### config.mk
export PLATFORM = sky130hd
export DESIGN_NAME = core_top
export DESIGN_NICKNAME = d
export VERILOG_FILES = /design/src/source/core_pkg.sv /design/src/source/core_top.sv /design/src/source/writeback_stage.sv /design/src/source/execute_stage.sv /design/src/source/operand_stage.sv /design/src/source/decode_stage.sv /design/src/source/fetch_stage.sv
export SDC_FILE = /design/constraint.sdc
export NUM_CORES = 1
export LEC_CHECK = 0
export ABC_CLOCK_PERIOD_IN_PS = 24400
export BUFFER_PORTS_ARGS = -buffer_cell sky130_fd_sc_hd__buf_2
export CAP_MARGIN = 30
export CORE_ASPECT_RATIO = 0.8
export CORE_MARGIN = 3
export CORE_UTILIZATION = 45
export DETAILED_ROUTE_END_ITERATION = 16
export PLACE_DENSITY_LB_ADDON = 0.25
export SYNTH_ARGS = -nofsm -noshare
export SYNTH_HDL_FRONTEND = slang
export SYNTH_SLANG_ARGS = --single-unit
### constraint.sdc
create_clock -name clk -period 24.4 [get_ports clk]
set_clock_uncertainty 0.2 [all_clocks]
set_input_delay 0 -clock clk [delete_from_list [all_inputs] [get_ports clk]]
set_output_delay 0 -clock clk [all_outputs]
set_load 0.01 [all_outputs]
### src/source/core_pkg.sv
package core_pkg;

   typedef logic [31:0] word_t;
   typedef logic [2:0]  reg_idx_t;
   typedef logic [15:0] imm_t;

   typedef enum logic [3:0] {
      OP_NOP   = 4'h0,
      OP_ADD   = 4'h1,
      OP_SUB   = 4'h2,
      OP_AND   = 4'h3,
      OP_OR    = 4'h4,
      OP_XOR   = 4'h5,
      OP_ADDI  = 4'h6,
      OP_STORE = 4'h7,
      OP_JUMP  = 4'h8
   } opcode_e;

   // instruction word layout
   localparam int OPC_HI = 31;
   localparam int OPC_LO = 28;
   localparam int RD_HI  = 27;
   localparam int RD_LO  = 25;
   localparam int RS1_HI = 24;
   localparam int RS1_LO = 22;
   localparam int RS2_HI = 21;
   localparam int RS2_LO = 19;
   localparam int IMM_HI = 15;
   localparam int IMM_LO = 0;

   localparam int    NUM_REGS = 8;
   localparam word_t RESET_PC = 32'h0000_0000;

   typedef struct packed {
      word_t pc;
      word_t instr;
   } fetch_item_t;

   typedef struct packed {
      word_t    pc;
      opcode_e  opcode;
      reg_idx_t rd;
      reg_idx_t rs1;
      reg_idx_t rs2;
      imm_t     imm;
      logic     writes_rd;
      logic     reads_rs2;
      logic     is_store;
      logic     is_jump;
   } dec_item_t;

   typedef struct packed {
      word_t    pc;
      opcode_e  opcode;
      reg_idx_t rd;
      word_t    rs1_val;
      word_t    rs2_val;
      imm_t     imm;
      logic     writes_rd;
      logic     is_store;
      logic     is_jump;
   } exe_item_t;

   // result holds the store data for a store and the target for a jump
   typedef struct packed {
      word_t    pc;
      reg_idx_t rd;
      word_t    result;
      word_t    store_addr;
      logic     writes_rd;
      logic     is_store;
   } wb_item_t;

   typedef struct packed {
      word_t    pc;
      reg_idx_t rd;
      word_t    result;
      logic     writes_rd;
   } commit_t;

endpackage
### src/source/core_top.sv
`timescale 1ns/100ps

module core_top
   import core_pkg::*;
#(
   parameter word_t RESET_PC = core_pkg::RESET_PC,
   parameter int    NUM_REGS = core_pkg::NUM_REGS
) (
   input  logic    clk,
   input  logic    rst_n,
   output logic    imem_valid,
   input  logic    imem_ready,
   output word_t   imem_addr,
   input  logic    imem_rvalid,
   output logic    imem_rready,
   input  word_t   imem_rdata,
   output logic    wmem_valid,
   input  logic    wmem_ready,
   output word_t   wmem_addr,
   output word_t   wmem_data,
   output logic    commit_valid,
   output commit_t commit
);

   fetch_item_t f_item;
   logic        f_valid;
   logic        f_ready;
   dec_item_t   d_item;
   logic        d_valid;
   logic        d_ready;
   exe_item_t   o_item;
   logic        o_valid;
   logic        o_ready;
   wb_item_t    e_item;
   logic        e_valid;
   logic        e_ready;

   // taken jump from execute, flushes everything younger
   logic        redirect_valid;
   word_t       redirect_pc;

   fetch_stage #(
      .RESET_PC (RESET_PC)
   ) fetch_i (
      .clk            (clk),
      .rst_n          (rst_n),
      .redirect_valid (redirect_valid),
      .redirect_pc    (redirect_pc),
      .imem_valid     (imem_valid),
      .imem_ready     (imem_ready),
      .imem_addr      (imem_addr),
      .imem_rvalid    (imem_rvalid),
      .imem_rready    (imem_rready),
      .imem_rdata     (imem_rdata),
      .out_valid      (f_valid),
      .out_ready      (f_ready),
      .out_item       (f_item)
   );

   decode_stage decode_i (
      .clk       (clk),
      .rst_n     (rst_n),
      .flush     (redirect_valid),
      .in_valid  (f_valid),
      .in_ready  (f_ready),
      .in_item   (f_item),
      .out_valid (d_valid),
      .out_ready (d_ready),
      .out_item  (d_item)
   );

   operand_stage #(
      .NUM_REGS (NUM_REGS)
   ) operand_i (
      .clk          (clk),
      .rst_n        (rst_n),
      .flush        (redirect_valid),
      .in_valid     (d_valid),
      .in_ready     (d_ready),
      .in_item      (d_item),
      .out_valid    (o_valid),
      .out_ready    (o_ready),
      .out_item     (o_item),
      .commit_valid (commit_valid),
      .commit       (commit)
   );

   execute_stage execute_i (
      .clk            (clk),
      .rst_n          (rst_n),
      .in_valid       (o_valid),
      .in_ready       (o_ready),
      .in_item        (o_item),
      .out_valid      (e_valid),
      .out_ready      (e_ready),
      .out_item       (e_item),
      .redirect_valid (redirect_valid),
      .redirect_pc    (redirect_pc)
   );

   writeback_stage writeback_i (
      .clk          (clk),
      .rst_n        (rst_n),
      .in_valid     (e_valid),
      .in_ready     (e_ready),
      .in_item      (e_item),
      .wmem_valid   (wmem_valid),
      .wmem_ready   (wmem_ready),
      .wmem_addr    (wmem_addr),
      .wmem_data    (wmem_data),
      .commit_valid (commit_valid),
      .commit       (commit)
   );

endmodule

### src/source/writeback_stage.sv
`timescale 1ns/100ps

module writeback_stage
   import core_pkg::*;
(
   input  logic     clk,
   input  logic     rst_n,
   input  logic     in_valid,
   output logic     in_ready,
   input  wb_item_t in_item,
   output logic     wmem_valid,
   input  logic     wmem_ready,
   output word_t    wmem_addr,
   output word_t    wmem_data,
   output logic     commit_valid,
   output commit_t  commit
);

   logic     held_valid;
   wb_item_t held;
   logic     take;

   assign wmem_valid = held_valid && held.is_store;
   assign wmem_addr  = held.store_addr;
   assign wmem_data  = held.result;

   // a store retires with its write handshake, anything else right away
   assign commit_valid = held_valid && (!held.is_store || wmem_ready);

   assign commit.pc        = held.pc;
   assign commit.rd        = held.rd;
   assign commit.result    = held.result;
   assign commit.writes_rd = held.writes_rd;

   assign in_ready = !held_valid || commit_valid;
   assign take     = in_valid && in_ready;

   always_ff @(posedge clk or negedge rst_n) begin
      if (!rst_n) begin
         held_valid <= 1'b0;
      end else if (take) begin
         held_valid <= 1'b1;
      end else if (commit_valid) begin
         held_valid <= 1'b0;
      end
   end

   always_ff @(posedge clk) begin
      if (take) held <= in_item;
   end

endmodule

### src/source/execute_stage.sv
`timescale 1ns/100ps

module execute_stage
   import core_pkg::*;
(
   input  logic      clk,
   input  logic      rst_n,
   input  logic      in_valid,
   output logic      in_ready,
   input  exe_item_t in_item,
   output logic      out_valid,
   input  logic      out_ready,
   output wb_item_t  out_item,
   output logic      redirect_valid,
   output word_t     redirect_pc
);

   word_t    imm_ext;
   word_t    target;
   word_t    result;
   wb_item_t nxt;
   logic     out_is_jump;
   logic     take;

   // redirect fires as the jump leaves for writeback
   assign redirect_valid = out_valid && out_is_jump && out_ready;
   assign redirect_pc    = out_item.result;

   // the item offered by operand in the redirect cycle is younger, so it is refused
   assign in_ready = (!out_valid || out_ready) && !redirect_valid;
   assign take     = in_valid && in_ready;

   assign imm_ext = {{16{in_item.imm[15]}}, in_item.imm};
   assign target  = in_item.pc + 32'd4 + {imm_ext[29:0], 2'b00};

   always_comb begin
      case (in_item.opcode)
         OP_ADD:   result = in_item.rs1_val + in_item.rs2_val;
         OP_SUB:   result = in_item.rs1_val - in_item.rs2_val;
         OP_AND:   result = in_item.rs1_val & in_item.rs2_val;
         OP_OR:    result = in_item.rs1_val | in_item.rs2_val;
         OP_XOR:   result = in_item.rs1_val ^ in_item.rs2_val;
         OP_ADDI:  result = in_item.rs1_val + imm_ext;
         OP_STORE: result = in_item.rs2_val;
         OP_JUMP:  result = target;
         default:  result = '0;
      endcase
   end

   always_comb begin
      nxt.pc         = in_item.pc;
      nxt.rd         = in_item.rd;
      nxt.result     = result;
      nxt.store_addr = in_item.rs1_val + imm_ext;
      nxt.writes_rd  = in_item.writes_rd;
      nxt.is_store   = in_item.is_store;
   end

   always_ff @(posedge clk or negedge rst_n) begin
      if (!rst_n) begin
         out_valid   <= 1'b0;
         out_is_jump <= 1'b0;
      end else if (take) begin
         out_valid   <= 1'b1;
         out_is_jump <= in_item.is_jump;
      end else if (out_ready) begin
         out_valid   <= 1'b0;
         out_is_jump <= 1'b0;
      end
   end

   always_ff @(posedge clk) begin
      if (take) out_item <= nxt;
   end

endmodule

### src/source/operand_stage.sv
`timescale 1ns/100ps

module operand_stage
   import core_pkg::*;
#(
   parameter int NUM_REGS = core_pkg::NUM_REGS
) (
   input  logic      clk,
   input  logic      rst_n,
   input  logic      flush,
   input  logic      in_valid,
   output logic      in_ready,
   input  dec_item_t in_item,
   output logic      out_valid,
   input  logic      out_ready,
   output exe_item_t out_item,
   input  logic      commit_valid,
   input  commit_t   commit
);

   word_t               regs [NUM_REGS];
   logic [NUM_REGS-1:0] pending;
   logic [NUM_REGS-1:0] set_mask;
   logic [NUM_REGS-1:0] clr_mask;
   logic                hazard;
   logic                take;
   exe_item_t           nxt;

   // rs1 is checked for every opcode, which only costs a cycle on nop and jump
   assign hazard = pending[in_item.rs1] ||
                   (in_item.reads_rs2 && pending[in_item.rs2]) ||
                   (in_item.writes_rd && pending[in_item.rd]);

   assign in_ready = (!out_valid || out_ready) && !hazard;
   assign take     = in_valid && in_ready && !flush;

   // rd must be clear to issue, so set and clear never hit the same bit
   always_comb begin
      set_mask = '0;
      clr_mask = '0;
      if (take && in_item.writes_rd) set_mask[in_item.rd] = 1'b1;
      if (commit_valid && commit.writes_rd) clr_mask[commit.rd] = 1'b1;
      // a flushed item never commits, so its rd is released here
      if (flush && out_valid && out_item.writes_rd) clr_mask[out_item.rd] = 1'b1;
   end

   always_comb begin
      nxt.pc        = in_item.pc;
      nxt.opcode    = in_item.opcode;
      nxt.rd        = in_item.rd;
      nxt.rs1_val   = regs[in_item.rs1];
      nxt.rs2_val   = regs[in_item.rs2];
      nxt.imm       = in_item.imm;
      nxt.writes_rd = in_item.writes_rd;
      nxt.is_store  = in_item.is_store;
      nxt.is_jump   = in_item.is_jump;
   end

   always_ff @(posedge clk or negedge rst_n) begin
      if (!rst_n) begin
         for (int i = 0; i < NUM_REGS; i++) begin
            regs[i] <= '0;
         end
         pending <= '0;
      end else begin
         pending <= (pending & ~clr_mask) | set_mask;
         // write lands at the end of the commit cycle
         if (commit_valid && commit.writes_rd) regs[commit.rd] <= commit.result;
      end
   end

   always_ff @(posedge clk or negedge rst_n) begin
      if (!rst_n) begin
         out_valid <= 1'b0;
      end else if (flush) begin
         out_valid <= 1'b0;
      end else if (take) begin
         out_valid <= 1'b1;
      end else if (out_ready) begin
         out_valid <= 1'b0;
      end
   end

   always_ff @(posedge clk) begin
      if (take) out_item <= nxt;
   end

endmodule

### src/source/decode_stage.sv
`timescale 1ns/100ps

module decode_stage
   import core_pkg::*;
(
   input  logic        clk,
   input  logic        rst_n,
   input  logic        flush,
   input  logic        in_valid,
   output logic        in_ready,
   input  fetch_item_t in_item,
   output logic        out_valid,
   input  logic        out_ready,
   output dec_item_t   out_item
);

   word_t     instr;
   dec_item_t dec;
   logic      take;

   assign instr    = in_item.instr;
   assign in_ready = !out_valid || out_ready;
   assign take     = in_valid && in_ready;

   always_comb begin
      dec.pc  = in_item.pc;
      dec.rd  = instr[RD_HI:RD_LO];
      dec.rs1 = instr[RS1_HI:RS1_LO];
      dec.rs2 = instr[RS2_HI:RS2_LO];
      dec.imm = instr[IMM_HI:IMM_LO];

      // undefined encodings fall back to nop
      case (instr[OPC_HI:OPC_LO])
         OP_ADD, OP_SUB, OP_AND, OP_OR, OP_XOR, OP_ADDI, OP_STORE, OP_JUMP:
            dec.opcode = opcode_e'(instr[OPC_HI:OPC_LO]);
         default:
            dec.opcode = OP_NOP;
      endcase

      dec.writes_rd = dec.opcode inside {OP_ADD, OP_SUB, OP_AND, OP_OR, OP_XOR, OP_ADDI};
      // store data comes from rs2
      dec.reads_rs2 = dec.opcode inside {OP_ADD, OP_SUB, OP_AND, OP_OR, OP_XOR, OP_STORE};
      dec.is_store  = (dec.opcode == OP_STORE);
      dec.is_jump   = (dec.opcode == OP_JUMP);
   end

   always_ff @(posedge clk or negedge rst_n) begin
      if (!rst_n) begin
         out_valid <= 1'b0;
      end else if (flush) begin
         out_valid <= 1'b0;
      end else if (take) begin
         out_valid <= 1'b1;
      end else if (out_ready) begin
         out_valid <= 1'b0;
      end
   end

   always_ff @(posedge clk) begin
      if (take) out_item <= dec;
   end

endmodule

### src/source/fetch_stage.sv
`timescale 1ns/100ps

module fetch_stage
   import core_pkg::*;
#(
   parameter word_t RESET_PC = core_pkg::RESET_PC
) (
   input  logic        clk,
   input  logic        rst_n,
   input  logic        redirect_valid,
   input  word_t       redirect_pc,
   output logic        imem_valid,
   input  logic        imem_ready,
   output word_t       imem_addr,
   input  logic        imem_rvalid,
   output logic        imem_rready,
   input  word_t       imem_rdata,
   output logic        out_valid,
   input  logic        out_ready,
   output fetch_item_t out_item
);

   typedef enum logic [1:0] {IDLE, WAIT_RESP, DROP} state_e;

   state_e state;
   word_t  pc;
   logic   run;
   logic   req_fire;
   logic   resp_fire;
   logic   push;

   // one request outstanding at most, pc stays on it until the word comes back
   assign imem_valid = run && (state == IDLE);
   assign imem_addr  = pc;

   // a stale response is always taken, a live one waits for room
   assign imem_rready = (state == DROP) ||
                        ((state == WAIT_RESP) && (!out_valid || out_ready));

   assign req_fire  = imem_valid && imem_ready;
   assign resp_fire = imem_rvalid && imem_rready;
   assign push      = resp_fire && (state == WAIT_RESP) && !redirect_valid;

   always_ff @(posedge clk or negedge rst_n) begin
      if (!rst_n) begin
         state     <= IDLE;
         pc        <= RESET_PC;
         run       <= 1'b0;
         out_valid <= 1'b0;
      end else begin
         run <= 1'b1;
         if (redirect_valid) begin
            pc        <= redirect_pc;
            out_valid <= 1'b0;
         end else if (push) begin
            pc        <= pc + 32'd4;
            out_valid <= 1'b1;
         end else if (out_ready) begin
            out_valid <= 1'b0;
         end

         case (state)
            IDLE: begin
               // a request sent in the redirect cycle belongs to the old path
               if (req_fire) state <= redirect_valid ? DROP : WAIT_RESP;
            end
            WAIT_RESP: begin
               if (resp_fire) state <= IDLE;
               else if (redirect_valid) state <= DROP;
            end
            DROP: begin
               if (resp_fire) state <= IDLE;
            end
            default: state <= IDLE;
         endcase
      end
   end

   always_ff @(posedge clk) begin
      if (push) begin
         out_item.pc    <= pc;
         out_item.instr <= imem_rdata;
      end
   end

endmodule

==> metrics.md, run 1 <==
| Metric | Value |
|---|---|
| Outcome | `finished clean` |
| Most frequent cell after synthesis | `sky130_fd_sc_hd__edfxtp_1` |
| Cell-internal power | `0.00386 W` |
| Total routing resource utilization after global routing | `0.217` |
| Net count of the mapped netlist | `3000` |
| Detailed placer's ending HPWL | `65700 um` |
| Pre-Repair DR Iteration Count | `5` |
| Kind of capture point of the worst setup path | `flop` |
| Area fraction of the dominant cell type after synthesis | `0.352` |
| Standard-cell row count | `95` |
| Ranking of synthesized cells by area | `sky130_fd_sc_hd__edfxtp_1, sky130_fd_sc_hd__dfrtp_1, sky130_fd_sc_hd__mux2_2, sky130_fd_sc_hd__mux4_2, sky130_fd_sc_hd__ha_1` |
| Sum of negative setup slack | `0 ps` |
| Post-layout min period | `5650 ps` |
| Number of flops mapped to enable cells by yosys | `450` |
| Total DRC errors in the routed layout | `0` |
| Residual antenna-violating net count after detailed routing | `0` |
| Switching power summed over all nets | `0.00235 W` |
| Cells along the critical path | `or4_1 -> nor3_1 -> nor2b_1 -> and3_1 -> a21oi_1 -> xnor2_1 -> ha_1 -> nand3_1 -> or4_1 -> o31ai_1 -> a31oi_1 -> xor2_1 -> o211ai_1 -> a221o_1` |
| Instance count of the mapped netlist | `2775` |
| Sinks on Clock Net | `755` |
| Crit path max fanout | `7` |
| RSZ-0062 raised after global routing | `false` |
| F_max | `177 MHz` |
| CTS Buf Count | `76` |
| Placement-stage cell area | `39800 sq um` |
| Largest net degree at the start of global routing | `181` |
| Share of flip-flops with an asynchronous set or reset after synthesis | `0.404` |
| Worst ir drop on vdd | `0.0000667 V` |
| CP dominant cell by count | `sky130_fd_sc_hd__or4_1` |
| Net Sw Frac | `0.378` |
| Part of the power in the clock network | `0.194` |
| Area of all placed cells without fillers | `43100 sq um` |
| Share of post-route cells with drive strength above 1 | `0.284` |
| Layout fillers | `6930` |
| Die outline height | `267 um` |
| Critical path type | `flop to flop` |
| Number of vias per cell after detailed routing | `5.82` |
| Starting density of the core | `0.455` |
| Minimum setup slack among reg-to-reg paths | `18750 ps` |
| Worst-path clk slew | `70 ps` |
| Clock Root Buffer | `sky130_fd_sc_hd__clkbuf_16` |
| Total power density per cell area | `144 nW/um^2` |
| Port buffer count | `201` |
| Reg2reg path depth | `14` |
| Unique masters post-synth | `74` |
| Number of antenna violations at the first check in global routing | `3` |
| Seq cells post-synth | `755` |
| Die outline area | `88800 sq um` |
| Final Hold Violating Endpoints | `0` |
| Final number of max-transition violations | `0` |
| Register area share after synthesis | `0.551` |
| Core footprint | `84300 sq um` |
| Power consumption | `0.00621 W` |
| Fraction of power consumed by combinational cells | `0.418` |
| Number of cells on the worst hold path | `6` |
| Per-instance average area after synthesis | `13.8 sq um` |
| Min-Delay Path Class | `input port to flop` |
| Synthesis warning total | `0` |
| List of most frequent post-synthesis cells | `sky130_fd_sc_hd__edfxtp_1, sky130_fd_sc_hd__mux2_2, sky130_fd_sc_hd__dfrtp_1` |
| Floorplan die width | `332 um` |
| Register share of total power | `0.388` |
| Library cell contributing the largest single delay on the critical path | `sky130_fd_sc_hd__or4_1` |
| Max Root-Sink Buffers | `3` |
| Worst max-slew margin expressed relative to the limit | `0.338` |
| Main flop type after synthesis | `sky130_fd_sc_hd__edfxtp_1` |
| Final setup vio count | `0` |
| Maximum Capacitance Violations | `0` |
| Clock tree from TritonCTS | `done` |
| Final weighted congestion in routability-driven placement | `0.960` |
| First-iteration detailed-routing DRC count | `2339` |
| Relative area change from synthesis to final layout | `12.4%` |
| Vias post-DR | `23800` |
| Slowest cell delay on critical path | `630 ps` |
| Mean routed wirelength per cell | `23.7 um` |
| Leakage power | `17.4 nW` |
| Worst-Margin Slew | `992 ps` |
| H-tree lvl count | `3` |
| Min Hold Slack | `191 ps` |
| Insertion delay to the later sink of the worst-skew pair | `640 ps` |
| CP Data Required Time | `24560 ps` |
| Number of nets in the finished design | `3142` |
| Count of boundary I/O pins | `205` |
| Detailed-route wire length | `97300 um` |
| Remaining Overflow, GRT | `0` |
| Global-route wire length before repair | `147000 um` |
| Final core utilization | `0.512` |
| Library cell occupying the most area in the post-synthesis netlist | `sky130_fd_sc_hd__edfxtp_1` |
| Critical path arrival | `5810 ps` |
| Vias in the first global route | `24300` |
| Post-synthesis cell area | `38400 sq um` |
| Post-route fraction of the period consumed by the critical path | `0.232` |
| Kind of launch point of the worst setup path | `flop` |
## timing repair
action,CTS,global route
endpoints found under the hold margin,168,0
buffers inserted,0,0
hold buffers,65,0
resized for setup,0,0
## worst paths after layout
path | start | endpoint
worst max-delay path | operand_i.out_item[26] | execute_i.redirect_pc[27]
worst min-delay path | imem_ready | fetch_i.state[0]
worst max register to register | operand_i.out_item[26] | execute_i.redirect_pc[27]
worst min register to register | decode_i.out_item[49] | operand_i.out_item[106]
max in group asynchronous | rst_n | fetch_i.imem_addr[24]
min in group asynchronous | rst_n | fetch_i.imem_addr[13]
## cells by family (layout without fill, tap and decap cells)
family | count (synthesis) | after routing | share of synthesized area
AO/OA/AOI/OAI | 452 | 452 | 0.0780
flip-flops | 755 | 755 | 0.551
XOR/XNOR | 144 | 144 | 0.0329
adder cells (fa/ha/maj) | 188 | 188 | 0.0619
multiplexers | 466 | 466 | 0.175
buffers and inverters | 339 | 545 | 0.0461
other | 1 | 2 | 0.0000977
AND/OR/NAND/NOR | 430 | 430 | 0.0548
## placed cells by master (no fill, tap or decap), types with 16 or more instances in the layout
cell,instances
sky130_fd_sc_hd__edfxtp_1,450
sky130_fd_sc_hd__mux2_2,323
sky130_fd_sc_hd__dfrtp_1,305
sky130_fd_sc_hd__buf_2,200
sky130_fd_sc_hd__ha_1,185
sky130_fd_sc_hd__nand2_1,151
sky130_fd_sc_hd__mux4_2,132
sky130_fd_sc_hd__o21ai_0,114
sky130_fd_sc_hd__a21oi_1,108
sky130_fd_sc_hd__inv_1,97
sky130_fd_sc_hd__xnor2_1,86
sky130_fd_sc_hd__clkbuf_16,81
sky130_fd_sc_hd__nor2_1,78
sky130_fd_sc_hd__dlygate4sd3_1,64
sky130_fd_sc_hd__xor2_1,58
sky130_fd_sc_hd__nand3_1,38
sky130_fd_sc_hd__buf_4,34
sky130_fd_sc_hd__a21o_1,31
sky130_fd_sc_hd__o211ai_1,27
sky130_fd_sc_hd__nor3_1,19
sky130_fd_sc_hd__a22oi_1,19
sky130_fd_sc_hd__and3_1,17
sky130_fd_sc_hd__nor2b_1,16
sky130_fd_sc_hd__nand3b_1,16
sky130_fd_sc_hd__a221oi_1,16
## sequential cells by signal, indices dropped and copies added (netlist names), 2 cells and up
name and count:
fetch_i.state 2, operand_i.pending 8, decode_i.out_item 65, writeback_i.commit 36
fetch_i.imem_addr 32, operand_i.regs 256, execute_i.redirect_pc 32, fetch_i.out_item 61
writeback_i.wmem_addr 32, execute_i.out_item 69, operand_i.out_item 122, writeback_i.wmem_data 32
## layer usage
| layer | vias up | wire [um] | track usage |
|---|---|---|---|
| li1 | 10700 | - | - |
| met1 | 12100 | 42400 | 0.298 |
| met2 | 821 | 45300 | 0.347 |
| met3 | 220 | 5470 | 0.0345 |
| met4 | 0 | 4020 | 0.0920 |
| met5 | - | 0 | 0.00213 |
## worst max-delay path, delay by kind of cell (launching register included)
kind / cells / cell delay (ps)
simple gates: 6 / 2490
flops: 1 / 500
xor+xnor: 2 / 380
fa+ha+maj: 1 / 440
compound gates: 5 / 1360
## through the flow
step,instances,worst slack (ps)
2_1_floorplan,2775,15630
5_1_grt,4097,18490
3_3_place_gp,3884,19030
6_report,4097,18750
4_1_cts,4095,18960
3_5_place_dp,3888,19030
## power by group through the flow
stage | clock (W) | combinational [W] | sequential, W
3_3_place_gp | 0 | 0.00248 | 0.00240
4_1_cts | 0.00123 | 0.00258 | 0.00242
5_1_grt | 0.00129 | 0.00284 | 0.00247
2_1_floorplan | 0 | 0.00192 | 0.00229
3_5_place_dp | 0 | 0.00255 | 0.00244
6_report | 0.00120 | 0.00260 | 0.00241
## cell type report
type                            instances  area, sq um  share of cell area
Antenna cell                            1         2.50           0.0000580
Clock buffer                          102         2180              0.0505
Clock inverter                         40          428             0.00993
Inverter                               98          370             0.00859
Multi-Input combinational cell       1681        15500               0.360
Sequential cell                       755        21100               0.491
Tap cell                             1115         1400              0.0324
Timing Repair Buffer                  305         2060              0.0477
Power figures use the tool's default switching activity.
==> run 2, diff against run 1 <==
ABC_AREA = 1   (was default)
ABC_CLOCK_PERIOD_IN_PS = 4900   (was 24400)
clock period = 4.9 ns   (was 24.4 ns; I/O delays follow)
==> metrics.md, run 2 <==
| Metric | Value |
|---|---|
| Clock tree from TritonCTS | `done` |
| Outcome | `finished clean` |
| Largest registers ranked by flip-flop count | `operand_i.regs (256), operand_i.out_item (122), execute_i.out_item (69)` |
| Detailed placer's ending HPWL | `95400 um` |
| Kind of capture point of the worst setup path | `flop` |
| Total DRC errors in the routed layout | `0` |
| Part of the power in the clock network | `0.173` |
| Share of flip-flops with an asynchronous set or reset after synthesis | `0.404` |
| Number of flops mapped to enable cells by yosys | `450` |
| F_max | `228 MHz` |
| Kind of launch point of the worst setup path | `flop` |
| Maximum Capacitance Violations | `0` |
| Pre-CTS setup slack | `787 ps` |
| Total routing resource utilization after global routing | `0.280` |
| Detailed-route wire length | `134000 um` |
| List of most frequent post-synthesis cells | `sky130_fd_sc_hd__nand2_1, sky130_fd_sc_hd__o21ai_0, sky130_fd_sc_hd__edfxtp_1` |
| Placement-stage cell area | `42000 sq um` |
| Power consumption | `0.0342 W` |
| Area taken by multi-input logic gates | `16300 sq um` |
| Sinks on Clock Net | `755` |
| Floorplan die width | `343 um` |
| Register share of total power | `0.371` |
| Cells along the critical path | `inv_1 -> ha_1 -> nand2_1 -> nor2_1 -> nand2_1 -> nor4_1 -> xor2_1 -> nand2_1 -> o21ai_0 -> ha_1 -> a21oi_1 -> o21ai_0 -> a21oi_1 -> o21ai_0 -> a21oi_1 -> nand3_1 -> nand3_1 -> nand2_1` |
| Global-route wire length before repair | `198000 um` |
| Layout fillers | `8429` |
| Mean routed wirelength per cell | `22.4 um` |
| Area of all placed cells without fillers | `45200 sq um` |
| Post-route fraction of the period consumed by the critical path | `0.897` |
| Area fraction of the dominant cell type after synthesis | `0.330` |
| Relative area change from synthesis to final layout | `10.5%` |
| Vias post-DR | `33700` |
| Residual antenna-violating net count after detailed routing | `0` |
| Number of vias per cell after detailed routing | `5.63` |
| Most used cells in the layout excluding fill and tap cells | `sky130_fd_sc_hd__nand2_1, sky130_fd_sc_hd__o21ai_0, sky130_fd_sc_hd__edfxtp_1, sky130_fd_sc_hd__inv_1, sky130_fd_sc_hd__a21oi_1` |
| Post-synthesis cell area | `40900 sq um` |
| Fraction of power consumed by combinational cells | `0.456` |
| Die outline height | `276 um` |
| H-tree lvl count | `3` |
| Sum of negative setup slack | `0 ps` |
| Core footprint | `89800 sq um` |
| Standard-cell row count | `98` |
| Area taken by flip-flops and latches | `21100 sq um` |
| CTS Buf Count | `76` |
| Seq cells post-synth | `755` |
| Ranking of synthesized cells by area | `sky130_fd_sc_hd__edfxtp_1, sky130_fd_sc_hd__dfrtp_1, sky130_fd_sc_hd__nand2_1, sky130_fd_sc_hd__o21ai_0, sky130_fd_sc_hd__ha_1` |
| Vias in the first global route | `30600` |
| Net count of the mapped netlist | `4904` |
| Main flop type after synthesis | `sky130_fd_sc_hd__edfxtp_1` |
| CP delay by family, top | `simple AND/OR/NAND/NOR gates` |
| Starting density of the core | `0.456` |
| Post-layout min period | `4390 ps` |
| Switching power summed over all nets | `0.0158 W` |
| Per-instance average area after synthesis | `8.74 sq um` |
| Die outline area | `94600 sq um` |
| Setup slack of the critical path after layout | `505 ps` |
| Critical path arrival | `4590 ps` |
| CP dominant cell by count | `sky130_fd_sc_hd__nand2_1` |
| Final number of max-transition violations | `0` |
| Worst-Margin Slew | `1070 ps` |
| Final Hold Violating Endpoints | `0` |
| RSZ-0062 raised after global routing | `false` |
| Min-Delay Path Class | `input port to flop` |
| Total power density per cell area | `755 nW/um^2` |
| Largest net degree at the start of global routing | `98` |
| Final core utilization | `0.504` |
| Library cell contributing the largest single delay on the critical path | `sky130_fd_sc_hd__edfxtp_1` |
| Worst-path clk slew | `70 ps` |
| CP Data Required Time | `5090 ps` |
| Number of buffers and inverters on the critical path | `1` |
| Pre-Repair DR Iteration Count | `6` |
| Remaining Overflow, GRT | `0` |
| Number of flip-flops in the largest register | `256` |
| Synthesis warning total | `0` |
| Clock Root Buffer | `sky130_fd_sc_hd__clkbuf_16` |
| Library cell occupying the most area in the post-synthesis netlist | `sky130_fd_sc_hd__edfxtp_1` |
| Net Sw Frac | `0.462` |
| Number of antenna violations at the first check in global routing | `8` |
| First-iteration detailed-routing DRC count | `4340` |
| Insertion delay to the later sink of the worst-skew pair | `640 ps` |
| Most flop-heavy register | `operand_i.regs` |
| Most common cell after layout, fill and taps aside | `sky130_fd_sc_hd__nand2_1` |
| Most frequent cell after synthesis | `sky130_fd_sc_hd__nand2_1` |
| Count of boundary I/O pins | `205` |
| Number of nets in the finished design | `4949` |
| Final setup vio count | `0` |
| Number of gates resized after CTS | `0` |
| Unique masters post-synth | `56` |
| Leakage power | `19.8 nW` |
| Worst ir drop on vdd | `0.000381 V` |
| Cell-internal power | `0.0184 W` |
| Share of post-route cells with drive strength above 1 | `0.0883` |
| Slowest cell delay on critical path | `460 ps` |
| Final weighted congestion in routability-driven placement | `0.992` |
| Port buffer count | `201` |
| Instance count of the mapped netlist | `4679` |
| Crit path max fanout | `5` |
| Worst max-slew margin expressed relative to the limit | `0.284` |
| Critical path type | `flop to flop` |
| Register area share after synthesis | `0.517` |
| Max Root-Sink Buffers | `3` |
## run 2: area by class of cell
type | count | area share
sequential | 755 | 0.468
multi-input combinational | 3150 | 0.361
timing repair buffer | 315 | 0.0475
clock buffer | 95 | 0.0464
inverter | 426 | 0.0356
tap | 1200 | 0.0332
clock inverter | 47 | 0.00880
antenna | 2 | 0.000111
## run 2: power groups by stage
stage	logic, W	registers [W]	clock network [W]
detailed placement	0.0151	0.0127	0
CTS	0.0153	0.0126	0.00598
finish	0.0156	0.0127	0.00591
global placement	0.0150	0.0127	0
global route	0.0173	0.0129	0.00625
floorplan	0.0110	0.0114	0
## run 2: metal layers
layer | global-route usage | wire length, um | vias up | part of all wire
li1 | - | - | 15700 | -
met1 | 0.445 | 63700 | 16200 | 0.47
met2 | 0.389 | 54300 | 1604 | 0.40
met3 | 0.0509 | 13200 | 178 | 0.098
met4 | 0.0713 | 3160 | 4 | 0.023
met5 | 0 | 27 | - | 0.00020
## run 2: what timing repair did
action                                 4_1_cts  5_1_grt
buffers inserted                             0        0
hold buffers                                65        0
endpoints found under the hold margin      339        0
## run 2: through the flow
step	cells	hold slack (ps)
after floorplan	4679	-496
after global placement	5780	-79.8
after detailed placement	5781	-71.4
after CTS	5988	44.9
after global routing	5988	128
final	5990	78.2
## run 2: cell families after synthesis
group | share of synthesized area
compound gates | 0.137
xor+xnor | 0.0163
fa+ha+maj | 0.0580
buf+inv | 0.0859
flops | 0.517
other cells | 0.0000917
simple gates | 0.186
## run 2: tightest hold or removal path, delay by kind of cell
kind / cells / cell delay [ps]
AND/OR/NAND/NOR: 2 / 180
buffers and inverters: 3 / 700
## run 2: worst paths after layout
| kind | cells after the start | slack (ps) | from | to |
|---|---|---|---|---|
| min | 5 | 80 | wmem_ready | writeback_i.held_valid |
| max in group asynchronous | 4 | 3540 | rst_n | operand_i.regs[212] |
| min in group asynchronous | 4 | 370 | rst_n | operand_i.regs[152] |
| min reg2reg | 0 | 210 | execute_i.out_item[75] | writeback_i.commit[42] |
| max | 18 | 510 | operand_i.out_item[19] | execute_i.redirect_pc[31] |
| max reg2reg | 18 | 510 | operand_i.out_item[19] | execute_i.redirect_pc[31] |
